$ cat config.mk
export PLATFORM = sky130hd
export DESIGN_NAME = decodeStage
export DESIGN_NICKNAME = d
export VERILOG_FILES = /design/src/hdl/decodePkg.sv /design/src/hdl/instrControl.sv /design/src/hdl/aluControl.sv /design/src/hdl/regFileBypass.sv /design/src/hdl/decodeStage.sv
export SDC_FILE = /design/constraint.sdc
export NUM_CORES = 1
export LEC_CHECK = 0
export ABC_CLOCK_PERIOD_IN_PS = 3550
export BUFFER_PORTS_ARGS = -buffer_cell sky130_fd_sc_hd__buf_4
export CORE_ASPECT_RATIO = 0.9
export CORE_MARGIN = 2
export CORE_UTILIZATION = 40
export CTS_CLUSTER_SIZE = 28
export DETAILED_ROUTE_END_ITERATION = 6
export PLACE_DENSITY = 0.73
export SETUP_SLACK_MARGIN = 0.4
export SLEW_MARGIN = 20
export SYNTH_ARGS = -nofsm -noshare
export SYNTH_HDL_FRONTEND = slang
export SYNTH_HIERARCHICAL = 1
export SYNTH_SLANG_ARGS = --single-unit
export TNS_END_PERCENT = 1
$ cat constraint.sdc
create_clock -name clk -period 3.55 [get_ports clk]
set_input_delay 0.71 -clock clk [delete_from_list [all_inputs] [get_ports clk]]
set_output_delay 0.71 -clock clk [all_outputs]
set_load 0.05 [all_outputs]
$ cat src/hdl/decodePkg.sv
// Shared widths, field positions and decode enums, used by scoped name in the decode RTL and testbench
package decodePkg;

    localparam int dataWidth = 16;
    localparam int regCount = 8;
    localparam int regSelWidth = 3;
    localparam int wbDelay = 3;

    // Instruction field positions
    localparam int opHi = 15;
    localparam int opLo = 11;
    localparam int rsHi = 10;
    localparam int rsLo = 8;
    localparam int rtHi = 7;
    localparam int rtLo = 5;
    localparam int rdRHi = 4;
    localparam int rdRLo = 2;
    localparam int functHi = 1;
    localparam int functLo = 0;
    localparam int imm5Width = 5;
    localparam int imm8Width = 8;
    localparam int imm11Width = 11;

    // Link register written by JAL and JALR
    localparam int linkReg = 7;

    // Opcodes in instr[15:11], grouped by family
    typedef enum logic [4:0] {
        HALT = 5'b00000, NOP = 5'b00001,
        J = 5'b00100, JR = 5'b00101, JAL = 5'b00110, JALR = 5'b00111,
        ADDI = 5'b01000, SUBI = 5'b01001, XORI = 5'b01010, ANDNI = 5'b01011,
        BEQZ = 5'b01100, BNEZ = 5'b01101, BLTZ = 5'b01110, BGEZ = 5'b01111,
        ST = 5'b10000, LD = 5'b10001, SLBI = 5'b10010,
        ROLI = 5'b10100, SLLI = 5'b10101, RORI = 5'b10110, SRLI = 5'b10111,
        LBI = 5'b11000, RSHIFT = 5'b11010, RARITH = 5'b11011,
        SEQ = 5'b11100, SLT = 5'b11101, SLE = 5'b11110, SCO = 5'b11111
    } opcodeE;

    typedef enum logic [2:0] {
        addClass, subClass, xorClass, andnClass,
        shiftImmClass, shiftRegClass, compareClass, passClass
    } aluClassE;

    typedef enum logic [3:0] {
        add = 4'd0, sub = 4'd1, xorOp = 4'd2, andn = 4'd3,
        rol = 4'd4, sll = 4'd5, ror = 4'd6, srl = 4'd7,
        seq = 4'd8, slt = 4'd9, sle = 4'd10, sco = 4'd11,
        passB = 4'd12, lbiShift = 4'd13
    } aluOpE;

    typedef enum logic [1:0] {rdFromI1, rdFromRs, rdFromR, rdLink} regDstE;

    typedef enum logic [2:0] {none, beqz, bnez, bltz, bgez, jumpImm, jumpReg} branchKindE;

endpackage

$ cat src/hdl/instrControl.sv
// Main opcode decoder of the decode stage; turns the opcode into control levels and flags illegal ones
`timescale 1ns/1ns

module instrControl (
    input  decodePkg::opcodeE    opcode,
    output decodePkg::regDstE    regDst,
    output logic                 regWrite,
    output logic                 zeroExt,
    output logic                 memRead,
    output logic                 memWrite,
    output logic                 immSel,
    output logic [1:0]           bSrc,
    output logic [1:0]           regSrc,
    output decodePkg::aluClassE  aluClass,
    output logic                 aluSigned,
    output logic                 aluJump,
    output decodePkg::branchKindE branchKind,
    output logic                 haltN,
    output logic                 nop,
    output logic                 err
);

    // bSrc: 00 rt, 01 imm5, 10 imm8
    // regSrc: 00 ALU result, 01 load data, 10 link address
    always_comb begin
        regDst = decodePkg::rdFromI1;
        regWrite = 1'b0;
        zeroExt = 1'b0;
        memRead = 1'b0;
        memWrite = 1'b0;
        immSel = 1'b0;
        bSrc = 2'b00;
        regSrc = 2'b00;
        aluClass = decodePkg::passClass;
        aluSigned = 1'b0;
        aluJump = 1'b0;
        branchKind = decodePkg::none;
        haltN = 1'b1;
        nop = 1'b0;
        err = 1'b0;

        case (opcode)
            decodePkg::HALT: haltN = 1'b0;
            decodePkg::NOP: nop = 1'b1;
            decodePkg::ADDI, decodePkg::SUBI, decodePkg::XORI, decodePkg::ANDNI: begin
                regWrite = 1'b1;
                bSrc = 2'b01;
                // Logic immediates are zero extended
                zeroExt = (opcode == decodePkg::XORI) || (opcode == decodePkg::ANDNI);
                case (opcode)
                    decodePkg::ADDI: aluClass = decodePkg::addClass;
                    decodePkg::SUBI: aluClass = decodePkg::subClass;
                    decodePkg::XORI: aluClass = decodePkg::xorClass;
                    default: aluClass = decodePkg::andnClass;
                endcase
            end
            decodePkg::ROLI, decodePkg::SLLI, decodePkg::RORI, decodePkg::SRLI: begin
                regWrite = 1'b1;
                bSrc = 2'b01;
                aluClass = decodePkg::shiftImmClass;
            end
            decodePkg::ST: begin
                memWrite = 1'b1;
                bSrc = 2'b01;
                aluClass = decodePkg::addClass;
            end
            decodePkg::LD: begin
                memRead = 1'b1;
                regWrite = 1'b1;
                regSrc = 2'b01;
                bSrc = 2'b01;
                aluClass = decodePkg::addClass;
            end
            decodePkg::LBI, decodePkg::SLBI: begin
                regWrite = 1'b1;
                regDst = decodePkg::rdFromRs;
                bSrc = 2'b10;
            end
            decodePkg::RARITH, decodePkg::RSHIFT: begin
                regWrite = 1'b1;
                regDst = decodePkg::rdFromR;
                aluClass = (opcode == decodePkg::RARITH) ? decodePkg::addClass
                                                         : decodePkg::shiftRegClass;
            end
            decodePkg::SEQ, decodePkg::SLT, decodePkg::SLE, decodePkg::SCO: begin
                regWrite = 1'b1;
                regDst = decodePkg::rdFromR;
                aluClass = decodePkg::compareClass;
                aluSigned = (opcode == decodePkg::SLT) || (opcode == decodePkg::SLE);
            end
            decodePkg::BEQZ: branchKind = decodePkg::beqz;
            decodePkg::BNEZ: branchKind = decodePkg::bnez;
            decodePkg::BLTZ: branchKind = decodePkg::bltz;
            decodePkg::BGEZ: branchKind = decodePkg::bgez;
            decodePkg::J, decodePkg::JAL: begin
                branchKind = decodePkg::jumpImm;
                immSel = 1'b1;
                regWrite = (opcode == decodePkg::JAL);
                regDst = decodePkg::rdLink;
                regSrc = 2'b10;
            end
            decodePkg::JR, decodePkg::JALR: begin
                // Target is rs plus the sign-extended imm8, formed in the ALU
                branchKind = decodePkg::jumpReg;
                aluJump = 1'b1;
                aluClass = decodePkg::addClass;
                bSrc = 2'b10;
                regWrite = (opcode == decodePkg::JALR);
                regDst = decodePkg::rdLink;
                regSrc = 2'b10;
            end
            default: err = 1'b1;
        endcase
    end

endmodule

$ cat src/hdl/aluControl.sv
// ALU control; expands the decoded operation class and function bits into the final ALU operation
`timescale 1ns/1ns

module aluControl (
    input  decodePkg::aluClassE aluClass,
    input  logic [1:0]          funct,
    output decodePkg::aluOpE    aluOp,
    output logic                invA,
    output logic                invB,
    output logic                carryIn
);

    always_comb begin
        aluOp = decodePkg::passB;
        invA = 1'b0;
        invB = 1'b0;
        carryIn = 1'b0;

        case (aluClass)
            decodePkg::addClass: begin
                case (funct)
                    2'b00: aluOp = decodePkg::add;
                    2'b01: begin
                        aluOp = decodePkg::sub;
                        invB = 1'b1;
                        carryIn = 1'b1;
                    end
                    2'b10: aluOp = decodePkg::xorOp;
                    default: begin
                        aluOp = decodePkg::andn;
                        invB = 1'b1;
                    end
                endcase
            end
            // Immediate minus rs
            decodePkg::subClass: begin
                aluOp = decodePkg::sub;
                invA = 1'b1;
                carryIn = 1'b1;
            end
            decodePkg::xorClass: aluOp = decodePkg::xorOp;
            decodePkg::andnClass: begin
                aluOp = decodePkg::andn;
                invB = 1'b1;
            end
            decodePkg::shiftImmClass, decodePkg::shiftRegClass: begin
                case (funct)
                    2'b00: aluOp = decodePkg::rol;
                    2'b01: aluOp = decodePkg::sll;
                    2'b10: aluOp = decodePkg::ror;
                    default: aluOp = decodePkg::srl;
                endcase
            end
            decodePkg::compareClass: begin
                // SCO uses the carry out of a plain add, the rest subtract
                invB = (funct != 2'b11);
                carryIn = (funct != 2'b11);
                case (funct)
                    2'b00: aluOp = decodePkg::seq;
                    2'b01: aluOp = decodePkg::slt;
                    2'b10: aluOp = decodePkg::sle;
                    default: aluOp = decodePkg::sco;
                endcase
            end
            default: aluOp = (funct == 2'b10) ? decodePkg::lbiShift : decodePkg::passB;
        endcase
    end

endmodule

$ cat src/hdl/regFileBypass.sv
// Eight-entry register file with two read ports, one write port and same-cycle write-to-read bypass
`timescale 1ns/1ns

module regFileBypass (
    input  logic                              clk,
    input  logic                              arstN,
    input  logic [decodePkg::regSelWidth-1:0] read1Sel,
    input  logic [decodePkg::regSelWidth-1:0] read2Sel,
    input  logic [decodePkg::regSelWidth-1:0] writeSel,
    input  logic [decodePkg::dataWidth-1:0]   writeData,
    input  logic                              writeEn,
    output logic [decodePkg::dataWidth-1:0]   read1Data,
    output logic [decodePkg::dataWidth-1:0]   read2Data
);

    logic [decodePkg::dataWidth-1:0] regs [decodePkg::regCount];
    logic hit1;
    logic hit2;

    always_ff @(posedge clk or negedge arstN) begin
        if (!arstN) begin
            for (int i = 0; i < decodePkg::regCount; i++) begin
                regs[i] <= '0;
            end
        end else if (writeEn) begin
            regs[writeSel] <= writeData;
        end
    end

    // Write in flight to the same register wins
    assign hit1 = writeEn && (read1Sel == writeSel);
    assign hit2 = writeEn && (read2Sel == writeSel);

    assign read1Data = hit1 ? writeData : regs[read1Sel];
    assign read2Data = hit2 ? writeData : regs[read2Sel];

endmodule

$ cat src/hdl/decodeStage.sv
// Top of the decode stage; decodes instr, extends immediates, reads operands and delays the WB target
`timescale 1ns/1ns

module decodeStage (
    input  logic                               clk,
    input  logic                               arstN,
    input  logic [decodePkg::dataWidth-1:0]    instr,
    input  logic [decodePkg::dataWidth-1:0]    writeData,
    input  logic                               nopInsert,
    output logic                               valid,
    output logic                               haltN,
    output logic                               memRead,
    output logic                               memWrite,
    output logic                               immSel,
    output logic                               aluSigned,
    output logic                               aluJump,
    output logic                               regWrite,
    output logic [1:0]                         regSrc,
    output logic [1:0]                         bSrc,
    output decodePkg::branchKindE              branchKind,
    output logic                               branchFlush,
    output decodePkg::aluOpE                   aluOp,
    output logic                               invA,
    output logic                               invB,
    output logic                               carryIn,
    output logic [decodePkg::dataWidth-1:0]    rsData,
    output logic [decodePkg::dataWidth-1:0]    rtData,
    output logic [decodePkg::dataWidth-1:0]    imm5,
    output logic [decodePkg::dataWidth-1:0]    imm8,
    output logic [decodePkg::dataWidth-1:0]    sImm8,
    output logic [decodePkg::dataWidth-1:0]    sImm11,
    output logic [decodePkg::regSelWidth-1:0]  rd,
    output logic [decodePkg::regSelWidth-1:0]  rdStage1,
    output logic [decodePkg::regSelWidth-1:0]  rdStage2,
    output logic                               regWriteStage1,
    output logic                               regWriteStage2,
    output logic                               nop,
    output logic                               err
);

    localparam int extImm5 = decodePkg::dataWidth - decodePkg::imm5Width;
    localparam int extImm8 = decodePkg::dataWidth - decodePkg::imm8Width;
    localparam int extImm11 = decodePkg::dataWidth - decodePkg::imm11Width;

    decodePkg::opcodeE opcodeSel;
    decodePkg::regDstE regDst;
    decodePkg::aluClassE aluClass;
    logic [decodePkg::opHi-decodePkg::opLo:0] opBits;
    logic [1:0] funct;
    logic zeroExt;
    logic regWriteDec;
    logic rstFlop;
    logic [decodePkg::regSelWidth-1:0] rdDec;
    logic [decodePkg::regSelWidth-1:0] rdPipe [decodePkg::wbDelay];
    logic [decodePkg::wbDelay-1:0] wePipe;

    // Hazard unit bubble replaces the opcode
    assign opcodeSel = nopInsert ? decodePkg::NOP
                                 : decodePkg::opcodeE'(instr[decodePkg::opHi:decodePkg::opLo]);
    assign opBits = opcodeSel;

    instrControl control (
        .opcode(opcodeSel), .regDst(regDst), .regWrite(regWriteDec), .zeroExt(zeroExt),
        .memRead(memRead), .memWrite(memWrite), .immSel(immSel), .bSrc(bSrc),
        .regSrc(regSrc), .aluClass(aluClass), .aluSigned(aluSigned), .aluJump(aluJump),
        .branchKind(branchKind), .haltN(haltN), .nop(nop), .err(err)
    );

    // Function bits from the R-format field, else from the low opcode bits where they select
    always_comb begin
        if (opcodeSel == decodePkg::RARITH || opcodeSel == decodePkg::RSHIFT) begin
            funct = instr[decodePkg::functHi:decodePkg::functLo];
        end else if (aluClass == decodePkg::shiftImmClass || aluClass == decodePkg::compareClass
                     || opcodeSel == decodePkg::SLBI) begin
            funct = opBits[1:0];
        end else begin
            funct = 2'b00;
        end
    end

    aluControl aluCtrl (
        .aluClass(aluClass), .funct(funct), .aluOp(aluOp),
        .invA(invA), .invB(invB), .carryIn(carryIn)
    );

    always_comb begin
        case (regDst)
            decodePkg::rdFromI1: rdDec = instr[decodePkg::rtHi:decodePkg::rtLo];
            decodePkg::rdFromRs: rdDec = instr[decodePkg::rsHi:decodePkg::rsLo];
            decodePkg::rdFromR: rdDec = instr[decodePkg::rdRHi:decodePkg::rdRLo];
            default: rdDec = decodePkg::regSelWidth'(decodePkg::linkReg);
        endcase
    end

    // Write-back target travels alongside the instruction to the end of the pipe
    always_ff @(posedge clk or negedge arstN) begin
        if (!arstN) begin
            for (int i = 0; i < decodePkg::wbDelay; i++) begin
                rdPipe[i] <= '0;
            end
            wePipe <= '0;
        end else begin
            rdPipe[0] <= rdDec;
            wePipe[0] <= regWriteDec;
            for (int i = 1; i < decodePkg::wbDelay; i++) begin
                rdPipe[i] <= rdPipe[i-1];
                wePipe[i] <= wePipe[i-1];
            end
        end
    end

    assign rdStage1 = rdPipe[0];
    assign rdStage2 = rdPipe[1];
    assign rd = rdPipe[decodePkg::wbDelay-1];
    assign regWriteStage1 = wePipe[0];
    assign regWriteStage2 = wePipe[1];
    assign regWrite = wePipe[decodePkg::wbDelay-1];

    regFileBypass regFile (
        .clk(clk), .arstN(arstN),
        .read1Sel(instr[decodePkg::rsHi:decodePkg::rsLo]),
        .read2Sel(instr[decodePkg::rtHi:decodePkg::rtLo]),
        .writeSel(rd), .writeData(writeData), .writeEn(regWrite),
        .read1Data(rsData), .read2Data(rtData)
    );

    assign sImm8 = {{extImm8{instr[decodePkg::imm8Width-1]}}, instr[decodePkg::imm8Width-1:0]};
    assign sImm11 = {{extImm11{instr[decodePkg::imm11Width-1]}},
                     instr[decodePkg::imm11Width-1:0]};
    assign imm8 = zeroExt ? {{extImm8{1'b0}}, instr[decodePkg::imm8Width-1:0]} : sImm8;
    assign imm5 = zeroExt ? {{extImm5{1'b0}}, instr[decodePkg::imm5Width-1:0]}
                          : {{extImm5{instr[decodePkg::imm5Width-1]}},
                             instr[decodePkg::imm5Width-1:0]};

    assign branchFlush = (branchKind == decodePkg::jumpImm) || (branchKind == decodePkg::jumpReg);

    // Registered copy of reset, so valid rises one edge after release
    always_ff @(posedge clk or negedge arstN) begin
        if (!arstN) begin
            rstFlop <= 1'b1;
        end else begin
            rstFlop <= 1'b0;
        end
    end

    assign valid = ~rstFlop;

endmodule

; Yosys cells after proc, flatten, opt, wreduce, memory -nomap -nowiden
; Index checks and enable logic that the tools add are counted.
[classes]
add_sub_neg = 0
n_mul = 0
n_div = 0
order_cmp = 4
n_eq_ne = 42
shift = 0
n_mux = 44
bitwise_logic = 4
reduce_logical = 29
[op_table]
columns = op, count
row1 = $mux 16, 9
row2 = $bwmux 128, 1
row3 = $bmux 16 s3, 2
row4 = $eq 5x5->1 const B, 14
row5 = $demux 16 s3, 1
row6 = $eq 5x4->1 const B, 8
row7 = $pmux 2 s3, 5
row8 = $reduce_or 28->1, 1
row9 = $pmux 4 s6, 1
row10 = $reduce_or 4->1, 6
row11 = $eq 5x3->1 const B, 4
row12 = $pmux 3 s6, 1
row13 = $reduce_or 17->1, 1
row14 = $eq 3x3->1 const B, 5
row15 = $pmux 3 s5, 1
row16 = $mux 1, 13
row17 = $ge 4x4->1 const B, 3
row18 = $not 3->4, 3
row19 = $reduce_or 2->1, 6
row20 = $reduce_or 10->1, 1
row21 = $pmux 1 s3, 3
row22 = $pmux 3 s3, 1
row23 = $pmux 2 s2, 2
row24 = $eq 3x2->1 const B, 2
row25 = 17 further kinds, 29
[word_totals]
regBits = 141
latch_bits = 0
mem_bits_rw = 0
rom_bits = 0
word_cells = 136
n_memories = 0

; Logic depth before layout (Yosys ltp)
[logic_depth]
ltp_word = 13
mapped_depth = 12

; Modules after synthesis
; The synthesis kept the hierarchy.
[modules_own_cells]
columns = mod, instances, cells_per_inst, area_per_inst_um2, seq_area_each_um2
row1 = regFileBypass, 1, 452, 7508.5, 3203.1
row2 = decodeStage, 1, 103, 999.7, 326.6
row3 = instrControl, 1, 69, 404.1, 0.0
row4 = aluControl, 1, 21, 118.9, 0.0

; Least setup slack after synthesis
; OpenSTA, ideal clock, no wires.
[synth_path]
path_type = input to output
start = input nopInsert
end = output invA
arrival_ns = 3.097
t_required_ns = 2.840
setup_slack_ns = -0.257
stages = 7
n_path_buf = 2
path_cell_list = and2b_2 buf_4 buf_2 nor4b_1 a221oi_1 inv_1 nor3_1
[synth_between]
elab_chain_cells = 6
word_cells_on_any_way = 29
[synth_lines]
columns = item, line_no
row1 = "start, declared", decodeStage.sv:9  ; input logic nopInsert,
row2 = $mux 5 (*), decodeStage.sv:58  ; assign opcodeSel = nopInsert ? decodePkg::NOP
row3 = $eq 5x4->1 (tied with other cells), "instrControl.sv:42, instrControl.sv:50"
row4 = $pmux 2 s3 (tied with other cells), instrControl.sv:50  ; case (opcode)
row5 = $pmux 3 s5 (*), instrControl.sv:42  ; case (opcode)
row6 = net aluClass[0], decodeStage.sv:47  ; decodePkg::aluClassE aluClass;
row7 = $eq 3x1->1 (*), aluControl.sv:19  ; case (aluClass)
row8 = $mux 1 (*), aluControl.sv:19
row9 = "end, declared", decodeStage.sv:23  ; output logic invA,
; Mark *: on every way through the listed nets, which the timed path passes. The rest lies on a longest branch.

; Final worst setup path
[layout_path]
start = input nopInsert
end = output aluOp[0]
[layout_between]
elab_chain_cells = 12
word_cells_on_any_way = 49
[layout_lines]
columns = item, line_no
row1 = $mux 5 (*), decodeStage.sv:58
row2 = net opBits (one bit), decodeStage.sv:48  ; logic [decodePkg::opHi-decodePkg::opLo:0] opBits;
row3 = $eq 5x4->1 (tied with other cells), "instrControl.sv:42, instrControl.sv:50"
row4 = $pmux 2 s3 (tied with other cells), instrControl.sv:50
row5 = $pmux 3 s5 (*), instrControl.sv:42
row6 = net aluClass[0], decodeStage.sv:47
row7 = $eq 3x3->1, decodeStage.sv:73  ; end else if (aluClass == decodePkg::shiftImmClass || aluClass == decodePkg::compareClass
row8 = $logic_or 1x1->1 (*), decodeStage.sv:73
row9 = $logic_or 1x1->1 (*), decodeStage.sv:74  ; || opcodeSel == decodePkg::SLBI) begin
row10 = $mux 2 (*), decodeStage.sv:73
row11 = $mux 2 (*), decodeStage.sv:71  ; if (opcodeSel == decodePkg::RARITH || opcodeSel == decodePkg::RSHIFT) begin
row12 = net funct[0], decodeStage.sv:49  ; logic [1:0] funct;
row13 = $eq 2x2->1 (tied with other cells), n/a
row14 = $pmux 2 s3 or $mux 1 (tied branches), n/a
row15 = $pmux 4 s6 (*), aluControl.sv:19
row16 = "end, declared", decodeStage.sv:22  ; output decodePkg::aluOpE aluOp,
; Marks and branches as above.

==> impl_metrics.csv <==
group,metric,value,unit
routing,detail-route-antenna-nets,0,
floorplan,die_w,162,um
synth,postSynthCellCount,645,
placement,io_buffer_count,166,
synth,yosys_warnings,6,
placement,pre_cts_slack,0.117,ns
final_layout,fill_cells,1929,
floorplan,io_pins,167,
routing,dr.pass1.iters,4,
grt,antenna_found_initial,0,
pwr,pwr_density_cell,724,nW/um^2
pwr,leakage,4.85,nW
synth,ys_seq_area_share,39.1,%
placement,gp_congestion,0.804,
critical_path,worstPathArrival,2.60,ns
grt,grt_max_degree,84,
synth,async_flop_share,100,%
critical_path,r2r_cells,3,
sta,worstMarginPinSlew,0.775,ns
final_layout,n_antenna_cell,0,
critical_path,reg2reg_to,"regFile/regs[38]",
critical_path,cp-start-kind,"primary input",
job,drv_cap,0,
synth,synth_ff_type,"dfrtp_1",
cts,cts.sinks,141,
critical_path,worstSetupPathType,"in -> out",
sta,hold_viol,0,
outcome,status,"completed",
final_layout,syn_to_final_growth,20.0,%
synth,synthesis.nets,680,
synth,ys_seq_elements,141,
sta,rsz0062_at_grt,"true",
sta,fin_crit,3.31,ns
floorplan,start_util,40.5,%
cts,path_clk_slew,0.06,ns
placement,placed_cell_area,10200,um^2
routing,drc,0,
synth,syn-cell-area,9030,um^2
critical_path,timing.rr.start,"rd[1]",
sta,fmax,0.302,GHz
final_layout,drive_above_1_share,60.6,%
sta,postLayoutSetupSlackWorst,0.241,ns
grt,grt_pass1_vias,5831,
grt,grtUsageTotal,18.0,%
sta,maxSlewHeadroom,48.3,%
cts,cts_hold_buf,0,
routing,first_iter_violations,288,
synth,synth_top_family_by_area,"multiplexers",
cts,htree_levels,4,
cts,clockBufferDepth,2,
synth,synthSimpleGateAreaFrac,5.04,%
sta,setup_viol,0,
pwr,peakVddDrop,405,uV
sta,finalCritPeriodShare,93.2,%
cts,cts-root-buf,"clkbuf_16",
critical_path,r2r_slack,1.50,ns
critical_path,worstPathMaxFanout,5,
final_layout,nets,778,
critical_path,crit_required,2.84,ns
final_layout,final_area,10800,um^2
synth,synthMuxAreaShare,43.4,%
routing,num_vias,5708,
critical_path,cp-end-kind,"primary output",
synth,synth_compound_area_share,2.26,%
routing,wl,21000,um
placement,place_hpwl,13700,um
min_path,hp-class,"in -> async",
floorplan,fp-row-count,52,
routing,vias_per_cell,5.42,
synth,synth_xor_xnor_area_share,0.970,%
sta,skew,0.0115,ns
sta,report.final.slew_viol_count,0,
grt,grt_overflow_total,0,
floorplan,core_area,22300,um^2
cts,clkLatencyLatePin,0.43,ns
sta,finalSetupTns,0,ns
cts,cts_made_buffers,17,
grt,grt_pass1_wl,32700,um
synth,netlist-cell-type-count,50,
synth,syn_area_per_cell,14.0,um^2
synth,synthAdderAreaFrac,0,%
synth,synth_edf_count,0,
cts,cts_tree,"yes",
routing,wl_per_cell,20.0,um
pwr,p_total,7.84,mW
floorplan,dieArea,23800,um^2
floorplan,die_h,147,um
-- worst max-delay path, cell delays in order --
cell	delay [ns]
buf_8	0.09
and2b_2	0.24
or2b_4	0.22
o21ai_2	0.06
a221oi_2	0.27
nand2b_4	0.18
nor2_2	0.04
mux2_4	0.28
nand3b_1	0.15
nand2_1	0.07
a22o_2	0.15
buf_8	0.14
-- where the power goes --
group / switching (mW) / total (mW) / internal, mW / leakage [nW]
logic: 1.65 / 3.38 / 1.73 / 2.89
clock network: 0.639 / 1.71 / 1.07 / 0.284
registers: 0.454 / 2.74 / 2.29 / 1.68
-- through the flow --
| step | hold WS (ns) | utilization (%) | instances |
|---|---|---|---|
| 6_report | 0.334 | 48.5 | 1053 |
| 5_1_grt | 0.383 | 48.5 | 1053 |
| 4_1_cts | 0.366 | 48.5 | 1052 |
| 3_5_place_dp | 0.367 | 45.5 | 1016 |
| 3_3_place_gp | 0.359 | 45.5 | 1016 |
| 2_1_floorplan | 0.414 | - | 645 |
-- state kept, by name (all words and copies together) (netlist names) --
name / flops
rd: 3
rdStage1: 3
rdStage2: 3
regFile/regs: 128
rstFlop: 1
wePipe: 3
-- layout by cell type, fill, tap and decap left out, types with 2 or more instances in the layout --
cell type,count
o21ai_0,8
and2b_2,2
mux4_1,60
buf_4,190
nand2_1,13
mux2_2,184
xnor2_1,7
a221oi_2,2
nor2b_1,5
and2_1,2
inv_2,2
clkinv_2,2
mux2_4,12
clkbuf_8,6
clkbuf_1,4
nor2_1,12
clkbuf_16,17
nor3_2,4
nor2_2,2
dfrtp_1,140
nand4b_1,3
a21oi_1,5
buf_12,5
nor3_1,3
mux4_2,4
nor3b_2,2
xor2_1,3
nand4_1,4
nand2b_1,3
nand2b_4,2
buf_8,2
o22a_1,3
nand3b_1,4
buf_6,4
nand3_1,3
inv_1,4
o21ai_1,5
-- cells in the mapped netlist, types with 2 or more instances --
cell | instances | share of area, %
buf_6 | 10 | 1.2
nor2b_1 | 5 | 0.35
o22a_1 | 3 | 0.29
mux4_1 | 60 | 17
nor3_1 | 5 | 0.28
dfrtp_1 | 140 | 39
buf_2 | 20 | 1.1
nand3b_1 | 4 | 0.33
and2b_2 | 3 | 0.29
inv_1 | 5 | 0.21
nor3_2 | 2 | 0.22
xnor2_1 | 7 | 0.68
nand2b_1 | 5 | 0.35
buf_1 | 16 | 0.67
and2_1 | 2 | 0.14
a21oi_1 | 5 | 0.28
nand4_1 | 4 | 0.28
o21ai_0 | 11 | 0.61
mux4_2 | 4 | 1.0
clkbuf_1 | 9 | 0.37
o21ai_1 | 3 | 0.17
mux2_4 | 12 | 2.0
mux2_2 | 184 | 23
nand2_1 | 13 | 0.54
a22o_1 | 2 | 0.19
nand4b_1 | 3 | 0.29
nand3_1 | 3 | 0.17
nor3b_2 | 2 | 0.28
nor2_1 | 14 | 0.58
xor2_1 | 3 | 0.29
buf_4 | 67 | 5.6
-- area by class of cell --
type	count	area (um^2)	area share [%]
Multi-Input combinational cell	376	4730	43.7
Sequential cell	141	3530	32.6
Timing Repair Buffer	201	1600	14.8
Clock buffer	27	523	4.83
Tap cell	297	372	3.43
Clock inverter	5	56.3	0.520
Inverter	6	22.5	0.208
-- worst max-delay path by stage --
stage / cells past startpoint / slack, ns / end / start
6_report: 12 / 0.24 / aluOp[0] / nopInsert
3_3_place_gp: 12 / 0.13 / aluOp[0] / nopInsert
3_5_place_dp: 12 / 0.12 / aluOp[0] / nopInsert
4_1_cts: 12 / 0.24 / invB / nopInsert
5_1_grt: 13 / 0.14 / aluOp[0] / nopInsert
2_1_floorplan: 11 / 0.06 / invB / nopInsert
-- kinds of logic after synthesis --
group | Yosys count
compound gates | 31
xor+xnor | 10
buf+inv | 128
flops | 141
mux | 260
other cells | 1
simple gates | 74
-- routing by layer --
metal | up-vias | track usage, % | routed length, um
li1 | 2594 | - | -
met1 | 2959 | 22.7 | 9060
met2 | 132 | 30.9 | 10800
met3 | 23 | 4.23 | 890
met4 | 0 | 5.31 | 318
met5 | - | 0 | 0
-- timing repair --
action	in CTS	in global routing
resized for setup	15	3
setup endpoints to repair	23	41
pin swaps	8	1
buffers inserted	4	1
No activity file was read; power rests on OpenSTA's default activity.
